==> src/source/fp_ctrl_pkg.sv <==
package fp_ctrl_pkg;

	// ========================================
	// Operation codes
	// ========================================

	// Codes 5 to 7 are rejected by the register block
	typedef enum logic [2:0] {
		OP_ADD = 3'd0,
		OP_MUL = 3'd1,
		OP_I2F = 3'd2,
		OP_F2I = 3'd3,
		OP_CMP = 3'd4
	} fp_op_e;

	// ========================================
	// APB side
	// ========================================

	localparam int APB_DATA_W = 32;
	typedef logic [APB_DATA_W-1:0] apb_data_t;

	// Register map, byte offsets
	localparam logic [7:0] REG_A = 8'h00;
	localparam logic [7:0] REG_B = 8'h04;
	localparam logic [7:0] REG_CMD = 8'h08;
	localparam logic [7:0] REG_STATUS = 8'h0C;
	localparam logic [7:0] REG_RESULT = 8'h10;

endpackage

==> src/source/fp_format_pkg.sv <==
package fp_format_pkg;

	// ========================================
	// 27-bit float layout
	// ========================================

	// Sign, 8-bit biased exponent, 18-bit fraction
	typedef logic [26:0] fp_word_t;
	typedef logic [7:0] fp_exp_t;
	typedef logic [17:0] fp_frac_t;

	// Integer side of the converters
	typedef logic signed [15:0] int16_t;

	// Field positions inside fp_word_t
	localparam int FP_SIGN_POS = 26;
	localparam int FP_EXP_MSB = 25;
	localparam int FP_EXP_LSB = 18;

	// Stored fraction width, hidden one not counted
	localparam int FP_FRAC_W = 18;

	// Mantissa with the hidden one in front
	localparam int FP_MANT_W = FP_FRAC_W + 1;

	// Exponent of 1.0
	localparam fp_exp_t FP_BIAS = 8'd127;

	// Zero exponent field means the value is zero
	localparam fp_word_t FP_ZERO = '0;

	// ========================================
	// Float to integer limits
	// ========================================

	// Saturation magnitude
	localparam int16_t FP_INT_MAX = 16'sd32767;

	// 2^14 still fits, anything above saturates
	localparam fp_exp_t FP_INT_TOP_EXP = 8'd141;

endpackage
==> src/source/fp_op_if.sv <==
interface fp_op_if;

	// Operands and op code, held by the register block
	fp_format_pkg::fp_word_t a;
	fp_format_pkg::fp_word_t b;
	fp_ctrl_pkg::fp_op_e op;

	// One-cycle handshake pulses
	logic start;
	logic done;

	// Result in its register form
	fp_ctrl_pkg::apb_data_t result;

	modport regs (output a, b, op, start, input result, done);

	modport exec (input a, b, op, start, output result, done);

endinterface

==> src/source/fp_unit_top.sv <==
module fp_unit_top #(
	parameter int APB_ADDR_W = 8
) (
	input logic iCLK,
	input logic reset_key,
	input logic [APB_ADDR_W-1:0] paddr,
	input logic psel,
	input logic penable,
	input logic pwrite,
	input fp_ctrl_pkg::apb_data_t pwdata,
	output fp_ctrl_pkg::apb_data_t prdata,
	output logic pready,
	output logic pslverr
);

	// Operation channel between registers and sequencer
	fp_op_if op_bus ();

	fp_apb_regs #(
		.APB_ADDR_W(APB_ADDR_W)
	) u_regs (
		.iCLK(iCLK),
		.reset_key(reset_key),
		.paddr(paddr),
		.psel(psel),
		.penable(penable),
		.pwrite(pwrite),
		.pwdata(pwdata),
		.prdata(prdata),
		.pready(pready),
		.pslverr(pslverr),
		.op_bus(op_bus.regs)
	);

	fp_exec u_exec (.iCLK(iCLK), .reset_key(reset_key), .op_bus(op_bus.exec));

endmodule

==> src/source/fp_apb_regs.sv <==
module fp_apb_regs #(
	parameter int APB_ADDR_W = 8
) (
	input logic iCLK,
	input logic reset_key,
	input logic [APB_ADDR_W-1:0] paddr,
	input logic psel,
	input logic penable,
	input logic pwrite,
	input fp_ctrl_pkg::apb_data_t pwdata,
	output fp_ctrl_pkg::apb_data_t prdata,
	output logic pready,
	output logic pslverr,
	fp_op_if.regs op_bus
);

	typedef logic [APB_ADDR_W-1:0] apb_addr_t;

	// Register state
	fp_format_pkg::fp_word_t reg_a;
	fp_format_pkg::fp_word_t reg_b;
	fp_ctrl_pkg::fp_op_e reg_op;
	fp_ctrl_pkg::apb_data_t reg_result;
	logic busy;
	logic start_q;

	// Decode
	logic access;
	logic sel_a;
	logic sel_b;
	logic sel_cmd;
	logic sel_status;
	logic sel_result;
	logic mapped;
	logic code_ok;
	logic cmd_ok;

	// ========================================
	// Address decode and error check
	// ========================================

	assign access = psel && penable;
	assign sel_a = (paddr == apb_addr_t'(fp_ctrl_pkg::REG_A));
	assign sel_b = (paddr == apb_addr_t'(fp_ctrl_pkg::REG_B));
	assign sel_cmd = (paddr == apb_addr_t'(fp_ctrl_pkg::REG_CMD));
	assign sel_status = (paddr == apb_addr_t'(fp_ctrl_pkg::REG_STATUS));
	assign sel_result = (paddr == apb_addr_t'(fp_ctrl_pkg::REG_RESULT));
	assign mapped = sel_a || sel_b || sel_cmd || sel_status || sel_result;

	// Only codes up to compare, upper bits clear
	assign code_ok = (pwdata[31:3] == '0) && (pwdata[2:0] <= 3'(fp_ctrl_pkg::OP_CMP));

	// Command accepted only when idle
	assign cmd_ok = access && pwrite && sel_cmd && code_ok && !busy;

	// Zero wait states
	assign pready = 1'b1;

	assign pslverr = access && (!mapped
		|| (pwrite && (sel_status || sel_result))
		|| (pwrite && sel_cmd && !cmd_ok));

	// ========================================
	// Registers
	// ========================================

	always_ff @(posedge iCLK) begin
		if (reset_key) begin
			reg_a <= '0;
			reg_b <= '0;
			reg_op <= fp_ctrl_pkg::OP_ADD;
			reg_result <= '0;
			busy <= 1'b0;
			start_q <= 1'b0;
		end else begin
			// Operand writes
			if (access && pwrite && sel_a)
				reg_a <= pwdata[26:0];
			if (access && pwrite && sel_b)
				reg_b <= pwdata[26:0];

			// Start pulse the cycle after the CMD access
			start_q <= cmd_ok;
			if (cmd_ok) begin
				reg_op <= fp_ctrl_pkg::fp_op_e'(pwdata[2:0]);
				busy <= 1'b1;
			end

			// Completion from the sequencer
			if (op_bus.done) begin
				reg_result <= op_bus.result;
				busy <= 1'b0;
			end
		end
	end

	// Read mux
	always_comb begin
		prdata = '0;
		if (sel_a)
			prdata = fp_ctrl_pkg::apb_data_t'(reg_a);
		else if (sel_b)
			prdata = fp_ctrl_pkg::apb_data_t'(reg_b);
		else if (sel_cmd)
			prdata = fp_ctrl_pkg::apb_data_t'(reg_op);
		else if (sel_status)
			prdata = fp_ctrl_pkg::apb_data_t'(busy);
		else if (sel_result)
			prdata = reg_result;
	end

	// Towards the sequencer
	assign op_bus.a = reg_a;
	assign op_bus.b = reg_b;
	assign op_bus.op = reg_op;
	assign op_bus.start = start_q;

endmodule

==> src/source/fp_exec.sv <==
module fp_exec (
	input logic iCLK,
	input logic reset_key,
	fp_op_if.exec op_bus
);

	// Sequencer state
	fp_ctrl_pkg::fp_op_e op_q;
	logic add_pend;
	logic done_q;
	fp_ctrl_pkg::apb_data_t res_q;

	// Unit outputs
	fp_format_pkg::fp_word_t sum;
	fp_format_pkg::fp_word_t prod;
	fp_format_pkg::fp_word_t i2f_word;
	fp_format_pkg::int16_t f2i_int;

	// Compare fields
	logic a_sign;
	logic b_sign;
	fp_format_pkg::fp_exp_t a_exp;
	fp_format_pkg::fp_exp_t b_exp;
	fp_format_pkg::fp_frac_t a_frac;
	fp_format_pkg::fp_frac_t b_frac;
	logic mag_gt;
	logic mag_eq;
	logic a_ge_b;

	// ========================================
	// Arithmetic units
	// ========================================

	fp_add u_add (.iCLK(iCLK), .a(op_bus.a), .b(op_bus.b), .sum(sum));

	fp_mul u_mul (.a(op_bus.a), .b(op_bus.b), .prod(prod));

	// Integer source sits in the low half of A
	fp_convert u_convert (
		.a(op_bus.a),
		.int_in(fp_format_pkg::int16_t'(op_bus.a[15:0])),
		.fp_out(i2f_word),
		.int_out(f2i_int)
	);

	// ========================================
	// Compare, A >= B
	// ========================================

	assign a_sign = op_bus.a[fp_format_pkg::FP_SIGN_POS];
	assign b_sign = op_bus.b[fp_format_pkg::FP_SIGN_POS];
	assign a_exp = op_bus.a[fp_format_pkg::FP_EXP_MSB:fp_format_pkg::FP_EXP_LSB];
	assign b_exp = op_bus.b[fp_format_pkg::FP_EXP_MSB:fp_format_pkg::FP_EXP_LSB];
	assign a_frac = op_bus.a[fp_format_pkg::FP_FRAC_W-1:0];
	assign b_frac = op_bus.b[fp_format_pkg::FP_FRAC_W-1:0];

	// Magnitude order, exponent first
	assign mag_gt = (a_exp > b_exp) || ((a_exp == b_exp) && (a_frac > b_frac));
	assign mag_eq = (a_exp == b_exp) && (a_frac == b_frac);

	always_comb begin
		case ({a_sign, b_sign})
			2'b01: a_ge_b = 1'b1;
			2'b10: a_ge_b = 1'b0;
			2'b00: a_ge_b = mag_gt || mag_eq;
			// Both negative, larger magnitude is smaller
			default: a_ge_b = !mag_gt;
		endcase
	end

	// ========================================
	// Sequencing
	// ========================================

	always_ff @(posedge iCLK) begin
		if (reset_key) begin
			op_q <= fp_ctrl_pkg::OP_ADD;
			add_pend <= 1'b0;
			done_q <= 1'b0;
		end else begin
			if (op_bus.start)
				op_q <= op_bus.op;
			// Adder needs one more stage
			add_pend <= op_bus.start && (op_bus.op == fp_ctrl_pkg::OP_ADD);
			done_q <= (op_bus.start && (op_bus.op != fp_ctrl_pkg::OP_ADD)) || add_pend;
		end
	end

	// Single-cycle results
	always_ff @(posedge iCLK) begin
		if (op_bus.start) begin
			case (op_bus.op)
				fp_ctrl_pkg::OP_MUL: res_q <= fp_ctrl_pkg::apb_data_t'(prod);
				fp_ctrl_pkg::OP_I2F: res_q <= fp_ctrl_pkg::apb_data_t'(i2f_word);
				fp_ctrl_pkg::OP_F2I: res_q <= {{16{f2i_int[15]}}, f2i_int};
				fp_ctrl_pkg::OP_CMP: res_q <= fp_ctrl_pkg::apb_data_t'(a_ge_b);
				default: res_q <= '0;
			endcase
		end
	end

	// Adder output is already registered in its second stage
	assign op_bus.result = (op_q == fp_ctrl_pkg::OP_ADD) ? fp_ctrl_pkg::apb_data_t'(sum) : res_q;
	assign op_bus.done = done_q;

endmodule

==> src/source/fp_convert.sv <==
module fp_convert (
	input fp_format_pkg::fp_word_t a,
	input fp_format_pkg::int16_t int_in,
	output fp_format_pkg::fp_word_t fp_out,
	output fp_format_pkg::int16_t int_out
);

	// Integer to float
	logic in_neg;
	logic [15:0] mag;
	logic [3:0] msb_pos;
	logic [33:0] i2f_buf;
	fp_format_pkg::fp_exp_t i2f_exp;

	// Float to integer
	logic a_sign;
	fp_format_pkg::fp_exp_t a_exp;
	logic [33:0] f2i_buf;
	fp_format_pkg::int16_t f2i_mag;

	// ========================================
	// Integer to float
	// ========================================

	assign in_neg = int_in[15];
	// -32768 still fits as unsigned magnitude
	assign mag = in_neg ? 16'(-int_in) : 16'(int_in);

	always_comb begin
		msb_pos = 4'd0;
		for (int i = 0; i < 16; i++) begin
			if (mag[i])
				msb_pos = 4'(i);
		end
	end

	// Leading one moved to bit 18, fraction below it
	assign i2f_buf = {18'b0, mag} << (5'd18 - {1'b0, msb_pos});
	assign i2f_exp = fp_format_pkg::FP_BIAS + {4'b0, msb_pos};

	assign fp_out = (mag == '0) ? fp_format_pkg::FP_ZERO
		: {in_neg, i2f_exp, i2f_buf[fp_format_pkg::FP_FRAC_W-1:0]};

	// ========================================
	// Float to integer
	// ========================================

	assign a_sign = a[fp_format_pkg::FP_SIGN_POS];
	assign a_exp = a[fp_format_pkg::FP_EXP_MSB:fp_format_pkg::FP_EXP_LSB];

	// 1.f with its point at bit 18, scaled by 2^(e-127)
	assign f2i_buf = {15'b0, 1'b1, a[fp_format_pkg::FP_FRAC_W-1:0]}
		<< (a_exp - fp_format_pkg::FP_BIAS);
	assign f2i_mag = fp_format_pkg::int16_t'(f2i_buf[33:18]);

	always_comb begin
		if (a_exp < fp_format_pkg::FP_BIAS)
			int_out = '0;
		else if (a_exp > fp_format_pkg::FP_INT_TOP_EXP)
			int_out = a_sign ? -fp_format_pkg::FP_INT_MAX : fp_format_pkg::FP_INT_MAX;
		else
			int_out = a_sign ? -f2i_mag : f2i_mag;
	end

endmodule

==> src/source/fp_mul.sv <==
module fp_mul (
	input fp_format_pkg::fp_word_t a,
	input fp_format_pkg::fp_word_t b,
	output fp_format_pkg::fp_word_t prod
);

	localparam int MW = fp_format_pkg::FP_MANT_W;

	fp_format_pkg::fp_exp_t a_exp;
	fp_format_pkg::fp_exp_t b_exp;
	logic [2*MW-1:0] mant_prod;
	logic top;
	logic [8:0] exp_sum;
	logic [8:0] exp_out;
	logic underflow;
	fp_format_pkg::fp_frac_t frac_out;

	assign a_exp = a[fp_format_pkg::FP_EXP_MSB:fp_format_pkg::FP_EXP_LSB];
	assign b_exp = b[fp_format_pkg::FP_EXP_MSB:fp_format_pkg::FP_EXP_LSB];

	// 1.f times 1.f lands in [1, 4)
	assign mant_prod = {1'b1, a[fp_format_pkg::FP_FRAC_W-1:0]}
		* {1'b1, b[fp_format_pkg::FP_FRAC_W-1:0]};
	assign top = mant_prod[2*MW-1];

	// Bias counted twice in the sum
	assign exp_sum = {1'b0, a_exp} + {1'b0, b_exp} + {8'b0, top};
	assign underflow = exp_sum <= {1'b0, fp_format_pkg::FP_BIAS};
	assign exp_out = exp_sum - {1'b0, fp_format_pkg::FP_BIAS};

	// Drop the leading one after normalizing
	assign frac_out = top ? mant_prod[2*MW-2 -: fp_format_pkg::FP_FRAC_W]
		: mant_prod[2*MW-3 -: fp_format_pkg::FP_FRAC_W];

	assign prod = (underflow || (a_exp == '0) || (b_exp == '0)) ? fp_format_pkg::FP_ZERO
		: {a[fp_format_pkg::FP_SIGN_POS] ^ b[fp_format_pkg::FP_SIGN_POS], exp_out[7:0], frac_out};

endmodule

==> src/source/fp_add.sv <==
module fp_add (
	input logic iCLK,
	input fp_format_pkg::fp_word_t a,
	input fp_format_pkg::fp_word_t b,
	output fp_format_pkg::fp_word_t sum
);

	// Carry bit, mantissa, 18 guard bits below
	localparam int ACC_W = 2 * fp_format_pkg::FP_MANT_W;
	typedef logic [ACC_W-1:0] acc_t;

	// Input fields
	logic a_sign;
	logic b_sign;
	fp_format_pkg::fp_exp_t a_exp;
	fp_format_pkg::fp_exp_t b_exp;
	logic [fp_format_pkg::FP_MANT_W-1:0] a_mant;
	logic [fp_format_pkg::FP_MANT_W-1:0] b_mant;

	// Stage one
	logic a_larger;
	fp_format_pkg::fp_exp_t exp_diff;
	fp_format_pkg::fp_exp_t larger_exp;
	acc_t a_al;
	acc_t b_al;
	acc_t pre_sum;

	// Stage one registers
	acc_t pre_sum_q;
	fp_format_pkg::fp_exp_t larger_exp_q;
	logic a_zero_q;
	logic b_zero_q;
	fp_format_pkg::fp_word_t a_q;
	fp_format_pkg::fp_word_t b_q;
	logic sign_q;

	// Stage two
	logic [5:0] lz;
	logic [8:0] exp_wide;
	logic underflow;
	acc_t norm;

	// ========================================
	// Stage one: align and add
	// ========================================

	assign a_sign = a[fp_format_pkg::FP_SIGN_POS];
	assign b_sign = b[fp_format_pkg::FP_SIGN_POS];
	assign a_exp = a[fp_format_pkg::FP_EXP_MSB:fp_format_pkg::FP_EXP_LSB];
	assign b_exp = b[fp_format_pkg::FP_EXP_MSB:fp_format_pkg::FP_EXP_LSB];
	// Hidden one restored
	assign a_mant = {1'b1, a[fp_format_pkg::FP_FRAC_W-1:0]};
	assign b_mant = {1'b1, b[fp_format_pkg::FP_FRAC_W-1:0]};

	assign a_larger = (a_exp > b_exp)
		|| ((a_exp == b_exp) && (a_mant > b_mant));
	assign larger_exp = a_larger ? a_exp : b_exp;
	assign exp_diff = a_larger ? (a_exp - b_exp) : (b_exp - a_exp);

	// Smaller operand slides right, gone past the accumulator
	always_comb begin
		a_al = {1'b0, a_mant, {(ACC_W-fp_format_pkg::FP_MANT_W-1){1'b0}}};
		b_al = {1'b0, b_mant, {(ACC_W-fp_format_pkg::FP_MANT_W-1){1'b0}}};
		if (a_larger)
			b_al = (exp_diff >= 8'(ACC_W)) ? '0 : (b_al >> exp_diff);
		else
			a_al = (exp_diff >= 8'(ACC_W)) ? '0 : (a_al >> exp_diff);
	end

	// Unlike signs subtract smaller from larger
	always_comb begin
		if (a_sign == b_sign)
			pre_sum = a_al + b_al;
		else if (a_larger)
			pre_sum = a_al - b_al;
		else
			pre_sum = b_al - a_al;
	end

	always_ff @(posedge iCLK) begin
		pre_sum_q <= pre_sum;
		larger_exp_q <= larger_exp;
		a_zero_q <= (a_exp == '0);
		b_zero_q <= (b_exp == '0);
		a_q <= a;
		b_q <= b;
		sign_q <= a_larger ? a_sign : b_sign;
	end

	// ========================================
	// Stage two: normalize
	// ========================================

	// Leading zeros, highest set bit wins
	always_comb begin
		lz = 6'(ACC_W);
		for (int i = 0; i < ACC_W; i++) begin
			if (pre_sum_q[i])
				lz = 6'(ACC_W - 1 - i);
		end
	end

	// Hidden one sits one below the carry bit
	assign exp_wide = {1'b0, larger_exp_q} + 9'd1 - {3'b0, lz};
	assign underflow = ({1'b0, larger_exp_q} + 9'd1) <= {3'b0, lz};
	assign norm = pre_sum_q << lz;

	always_ff @(posedge iCLK) begin
		if (a_zero_q && b_zero_q)
			sum <= fp_format_pkg::FP_ZERO;
		else if (a_zero_q)
			sum <= b_q;
		else if (b_zero_q)
			sum <= a_q;
		else if (underflow || (pre_sum_q == '0))
			sum <= fp_format_pkg::FP_ZERO;
		else
			sum <= {sign_q, exp_wide[7:0], norm[ACC_W-2 -: fp_format_pkg::FP_FRAC_W]};
	end

endmodule

==> config.mk <==
export PLATFORM = sky130hd
export DESIGN_NAME = fp_unit_top
export DESIGN_NICKNAME = d
export VERILOG_FILES = /design/src/source/fp_ctrl_pkg.sv /design/src/source/fp_format_pkg.sv /design/src/source/fp_op_if.sv /design/src/source/fp_unit_top.sv /design/src/source/fp_apb_regs.sv /design/src/source/fp_exec.sv /design/src/source/fp_convert.sv /design/src/source/fp_mul.sv /design/src/source/fp_add.sv
export SDC_FILE = /design/constraint.sdc
export NUM_CORES = 2
export LEC_CHECK = 0
export BUFFER_PORTS_ARGS = -buffer_cell sky130_fd_sc_hd__buf_2
export CORE_ASPECT_RATIO = 0.75
export CORE_UTILIZATION = 50
export CTS_CLUSTER_SIZE = 16
export DETAILED_ROUTE_END_ITERATION = 8
export PLACE_DENSITY_LB_ADDON = 0.05
export SLEW_MARGIN = 20
export SYNTH_ARGS = -nofsm -noshare
export SYNTH_HDL_FRONTEND = slang
export SYNTH_HIERARCHICAL = 1
export SYNTH_SLANG_ARGS = --single-unit
==> constraint.sdc <==
create_clock -name iCLK -period 13.3 [get_ports iCLK]
set_input_delay 0.665 -clock iCLK [delete_from_list [all_inputs] [get_ports iCLK]]
set_output_delay 0.665 -clock iCLK [all_outputs]
set_load 0.05 [all_outputs]
-- Word-level counts from Yosys, hierarchy flattened
Cells that the tools add are included.
- register bits: 258
- latch bits: 0
- bits in writable memories: 0
- ROM bits: 0
- output and inout bits: 34
- logic and storage cells: 190
- memories kept: 0
- add/sub/neg operators: 15
- multipliers: 1
- div/mod/pow operators: 0
- magnitude comparators: 9
- equality and inequality tests: 13
- shift-type cells: 5
- mux-type cells: 81
- bitwise logic cells: 1
- reductions and logical operators: 47
- operators with widths (kind ; count):
    $mux W38 ; 6
    $mux W6 ; 37
    $mux W32 ; 6
    $mux W27 ; 5
    $pmux W32 S4 ; 1
    $mux W16 ; 5
    $shr A37 B8 Y38 ; 2
    $sub A38 B38 Y38 ; 2
    $mux W4 ; 14
    $add A38 B38 Y38 ; 1
    $logic_not A38 Y1 ; 1
    $mul A19 B19 Y38 ; 1
    $shl A38 B6 Y37 ; 1
    $shl A19 B8 Y34 ; 1
    $neg A16 Y16 ; 2
    $logic_not A29 Y1 ; 1
    $logic_not A8 Y1 ; 3
    $gt A19 B19 Y1 ; 1
    $eq A18 B18 Y1 ; 1
    $gt A18 B18 Y1 ; 1
    $logic_and A1 B1 Y1 ; 18
    $mux W18 ; 1
    $shl A16 B5 Y18 ; 1
    $eq A8 B4 Y1 const B ; 2
    36 further kinds ; 58

-- Logic depth before layout (Yosys ltp)
- depth after elaboration: 43
- gate-level depth with buffers: 43

-- By module
Netlist, hierarchy kept.
- modules (own cells, without submodules) (module ; instances ; cells an instance ; area an instance (um2)):
    fp_add ; 1 ; 2426 ; 17494.3
    fp_mul ; 1 ; 1447 ; 12316.8
    fp_apb_regs ; 1 ; 525 ; 4481.8
    fp_convert ; 1 ; 627 ; 4240.3
    fp_exec ; 1 ; 287 ; 2760.1

-- Worst setup path after synthesis
Ideal clock, no wire load.
- kind: reg-to-reg
- start: reg u_regs.reg_a[9] (netlist: u_regs/op_bus.a[9])
- end: reg u_exec.res_q[0] (data pin)
- arrival: 9.384 ns
- setup slack: 3.770 ns
- cell stages (with the launch flop): 40
- buffers on the path: 5
- cells stage by stage: dfxtp_1 clkbuf_1 clkbuf_1 nand2_1 fa_1 inv_1 fa_1 fa_1 fa_1 fa_1 inv_1 fa_1 inv_1 ha_1 clkbuf_1 a21oi_2 nand2_1 a221o_1 [4 not listed] buf_2 fa_1 fa_1 nor2b_1 o21ai_0 a21o_1 or3_4 nand4b_4 a41oi_4 clkbuf_1 nand3_1 o21ai_1 mux2_2 a22oi_1 or2_1 nand3_1 mux2i_1 a21oi_1
- elaborated cells on any way between the ends: 34
- those cells by class: add/sub: 4; mul: 1; order compare: 2; eq/ne: 1; shift: 2; mux: 16; reduce/logical: 8
- RTL lines (element ; RTL line ; RTL):
    from (decl) ; fp_apb_regs.sv:20 ; fp_format_pkg::fp_word_t reg_a;
    from (signal assigned) ; fp_apb_regs.sv:78 ; reg_a <= pwdata[26:0];
    $mul A19 B19 Y38 * ; fp_mul.sv:23 ; * {1'b1, b[fp_format_pkg::FP_FRAC_W-1:0]};
    $add A9 B1 Y9 ; fp_mul.sv:27 ; assign exp_sum = {1'b0, a_exp} + {1'b0, b_exp} + {8'b0, top};
    $le A9 B7 Y1 ; fp_mul.sv:28 ; assign underflow = exp_sum <= {1'b0, fp_format_pkg::FP_BIAS};
    $logic_or A1 B1 Y1 (2 in series) ; fp_mul.sv:35 ; assign prod = (underflow || (a_exp == '0) || (b_exp == '0)) ? fp_format_pkg::FP_ZERO
    $mux W27 * ; fp_mul.sv:35 ;
    named net u_exec.prod[0] ; fp_exec.sv:15 ; fp_format_pkg::fp_word_t prod;
    $pmux W32 S4 * ; fp_exec.sv:92 ; case (op_bus.op)
    to (signal assigned) ; fp_exec.sv:93 ; fp_ctrl_pkg::OP_MUL: res_q <= fp_ctrl_pkg::apb_data_t'(prod);
    to (signal assigned) ; fp_exec.sv:94 ; fp_ctrl_pkg::OP_I2F: res_q <= fp_ctrl_pkg::apb_data_t'(i2f_word);
    to (signal assigned) ; fp_exec.sv:95 ; fp_ctrl_pkg::OP_F2I: res_q <= {{16{f2i_int[15]}}, f2i_int};
    to (decl) ; fp_exec.sv:11 ; fp_ctrl_pkg::apb_data_t res_q;
The timed path passes the listed nets; every way through them passes the cells marked *.
A chain may end at the register's enable or synchronous reset.

-- Worst setup path in the final report
- start: reg u_regs.reg_a[10] (netlist: u_regs/op_bus.a[10])
- end: reg u_exec.res_q[0] (data pin)
Same word-level chain as after synthesis.

==> summary.md <==
| Metric | Value |
|---|---|
| Status | completed |
| Mapped Area | ~41000 µm² |
| IO buf count | 77 |
| Crit start category | register |
| Setup Skew | just over 0.04 ns |
| Post-synth top area cell | fa_1 |
| Global-route wire length before repair | 254000 µm |
| Fillers | 8005 |
| Total clock sinks | approximately 250 |
| Post-CTS setup buffers | 0 |
| Vias in the first global route | 37.9k |
| H-tree Lvls | 1 |
| Worst r2r src | u_regs/op_bus.a[10] |
| Cell row count | 90 |
| Remaining DRCs | 0 |
| Fmax | 0.0908 GHz |
| Final min period | 11.02 ns |
| Area Growth Syn to Fin | 5.40% |
| Setup-failing EPs final | 0 |
| Via density | 6.55 |
| Post-cts gate resize count | 0 |
| CTS Root Buffer Type | clkbuf_16 |
| Top-area cell type share of the netlist area | 14.2% |
| Largest net degree at the start of global routing | 88 |
| RSZ-0062 raised after global routing | no |
| Pleak | 18.8 nW |
| Ys Warns | 6 |
| Post-synth ARST share | 0% |
| Hold Crit Start | pwdata[0] |
| Max Cap Viol | 0 |
| Vias | 41.2k |
| GRT Total Usage | 40.1% |
| Setup CP Type | register to register |
| Required @ worst endpoint | 13.75 ns |
| Critical Path Fanout Max | 27 |
| Clk_lat worst skew | 0.61 ns |
| 1st-pass router iterations | 7 |
| VDD IR-drop max | ~0.0001 V |
| Cts hold-fix bufs | 0 |
| Die Width | between 300 and 400 µm |
| Worst Tran Pin Value | 1.32 ns |
| Sequential area share after synthesis | 13.0% |
| Initial antenna violation count | 13 |
| Antenna Violating Nets Remaining | 0 |
| Final hold slack | between 0.3 and 0.4 ns |
| Worst r2r path cells | 38 |
| Critical Path Most Common Cell | fa_1 |
| WL/cell | 27.4 µm |
| Final-report hold violation count | 0 |
| Net Count, Synth | 5941 |
| Commonest cells post-synth | inv_1 (583), nand2_1 (481), nor2_1 (456), a21oi_1 (360), fa_1 (293) |
| Endpoint class of the critical path | register |
| Launch point of the worst path | u_regs/op_bus.a[10] |
| Top FF cell, synth | dfxtp_1 |
| Initial Util | 50.9% |
| Setup TNS | 0 ns |
| Die Y | 251 µm |
| DP HPWL | around 130000 µm |
| Final net count | 5843 |
| Number of library cell types mapped by synthesis | 137 |
| Number of enable flip-flop cells after synthesis | 28 |
| Pwr Density | 42.7 nW/µm² |
| Ratio of final minimum period to clock period | 82.8% |
| Worst path arrival time | 11.46 ns |
| Clock transition at the registers of the reported paths | 0.06 ns |
| Fraction of layout cells with a size suffix above 1 | 9.59% |
| Syn avg cell area | 7.77 µm² |
| Top-count cell post-synth | inv_1 |
| Cell count after synthesis | 5312 |
| Delay of the slowest critical-path stage | 0.73 ns |
| Clock buffer depth | 3 |
| Die area | 83800 µm² |
| CTS buffer count | 29 |
| TritonCTS clock tree | built |
| Slew headroom | about 11% |
| Area contributors post-synth | fa_1 (14%), dfxtp_1 (11%), ha_1 (8.8%), inv_1 (5.3%), mux2i_1 (4.8%) |
| Ports | 79 |
| Hold Path Depth | 3 |
| Post-synthesis register bit count | between 200 and 300 |
| Max-slew violations | 0 |
| Routability Congestion | around 1.0 |
| Final wirelength | ~170000 µm |
| DRT iter0 DRCs | 5832 |
| CORE AREA | 81100 µm² |
| Overflow after GRT | 0 |
| HP Class | primary input to register |
| Slowest-stage cell, CP | dfxtp_2 |
==> per-stage QoR <==
stage               setup slack (ns)  instance area (µm²)  instances  total power [W]  util [%]
global route                    1.67                43500       6295          0.00190      53.7
global placement                2.60                42500       6241          0.00100      52.4
finish                          2.28                43500       6299          0.00186      53.7
CTS                             2.44                43500       6295          0.00185      53.7
floorplan                       3.77                41300       5312         0.000926         -
detailed placement              2.47                42500       6241          0.00100      52.4
==> flip-flops by register name, indices dropped and copies added (netlist names) <==
signal                     flops
u_exec/op_q                    3
u_regs/reg_result             32
u_exec/u_add/larger_exp_q      8
u_exec/u_add/b_zero_q          1
u_exec/add_pend                1
u_exec/res_q                  28
u_exec/u_add/sum              27
u_regs/op_bus.start            1
u_exec/u_add/sign_q            1
u_exec/u_add/a_zero_q          1
u_regs/op_bus.op               3
u_exec/op_bus.done             1
u_regs/op_bus.a               27
u_exec/u_add/pre_sum_q        38
u_exec/u_add/a_q              27
u_regs/busy                    1
u_regs/op_bus.b               27
u_exec/u_add/b_q              27
==> final cells by class <==
class                           count  area (µm²)  area share [%]
Antenna cell                        4        10.0          0.0230
Tap cell                         1058        1320            3.04
Timing Repair Buffer              181        1170            2.69
Inverter                          604        2270            5.21
Clock inverter                     10         158           0.362
Clock buffer                       44         853            1.96
Sequential cell                   254        5390            12.4
Multi-Input combinational cell   4144       32300            74.3
==> power breakdown <==
group          leakage (nW)  switching [W]  internal [W]
combinational          16.2       0.000150     0.0000687
clock                 0.497       0.000355      0.000505
sequential             2.07     0.00000470      0.000774
==> layout by cell type, fill, tap and decap left out, types with 24 or more instances in the layout <==
master / synthesis / routed
a211oi_1: 47 / 47
a21o_1: 56 / 56
a21oi_1: 360 / 360
a22oi_1: 57 / 57
a31oi_1: 49 / 49
and2_1: 174 / 173
and3_1: 24 / 24
buf_2: 33 / 76
buf_4: 26 / 105
clkbuf_16: 0 / 30
dfxtp_1: 226 / 206
edfxtp_1: 28 / 28
fa_1: 293 / 293
ha_1: 291 / 290
inv_1: 583 / 583
mux2_2: 76 / 76
mux2i_1: 200 / 200
mux4_2: 48 / 48
nand2_1: 481 / 480
nand2b_1: 101 / 101
nand3_1: 156 / 156
nand4_1: 57 / 57
nor2_1: 456 / 454
nor2b_1: 44 / 41
nor3_1: 110 / 109
nor4_1: 53 / 53
o211ai_1: 39 / 39
o21a_1: 25 / 25
o21ai_0: 267 / 262
o21ai_1: 24 / 29
o21bai_1: 40 / 39
o22ai_1: 25 / 24
o31ai_1: 57 / 56
or3_1: 26 / 25
xnor2_1: 79 / 78
xor2_1: 39 / 38
==> logic make-up (layout without fill, tap and decap cells) <==
| group | after synthesis | after routing | synth area share (%) |
|---|---|---|---|
| buffers and inverters | 914 | 839 | 8.88 |
| multiplexers | 325 | 325 | 9.57 |
| AO/OA/AOI/OAI | 1318 | 1318 | 21.3 |
| adder cells (fa/ha/maj) | 584 | 584 | 23.0 |
| XOR/XNOR | 125 | 125 | 2.83 |
| other | 2 | 6 | 0.0182 |
| AND/OR/NAND/NOR | 1790 | 1790 | 21.4 |
| flip-flops | 254 | 254 | 13.0 |
==> final timing paths <==
path	to	slack, ns
worst min register to register	u_exec/u_add/b_q[3]	0.42
worst max register to register	u_exec/res_q[0]	2.28
worst min-delay path	u_regs/op_bus.b[0]	0.36
worst max-delay path	u_exec/res_q[0]	2.28
==> worst max-delay path: cells and delay by family (launching register included) <==
kind / cells / cell delay [ns]
simple gates: 9 / 1.70
fa+ha+maj: 9 / 3.99
xor+xnor: 2 / 0.80
flops: 1 / 0.73
mux: 2 / 0.28
compound gates: 10 / 2.29
buf+inv: 6 / 1.03
==> routing by layer <==
| layer | GRT usage, % | wire [µm] |
|---|---|---|
| met5 | 0.0575 | 31 |
| met4 | 8.58 | 3690 |
| met3 | 12.8 | 23900 |
| met2 | 52.6 | 65300 |
| met1 | 62.2 | 79500 |
No activity file was read; power rests on OpenSTA's default activity.
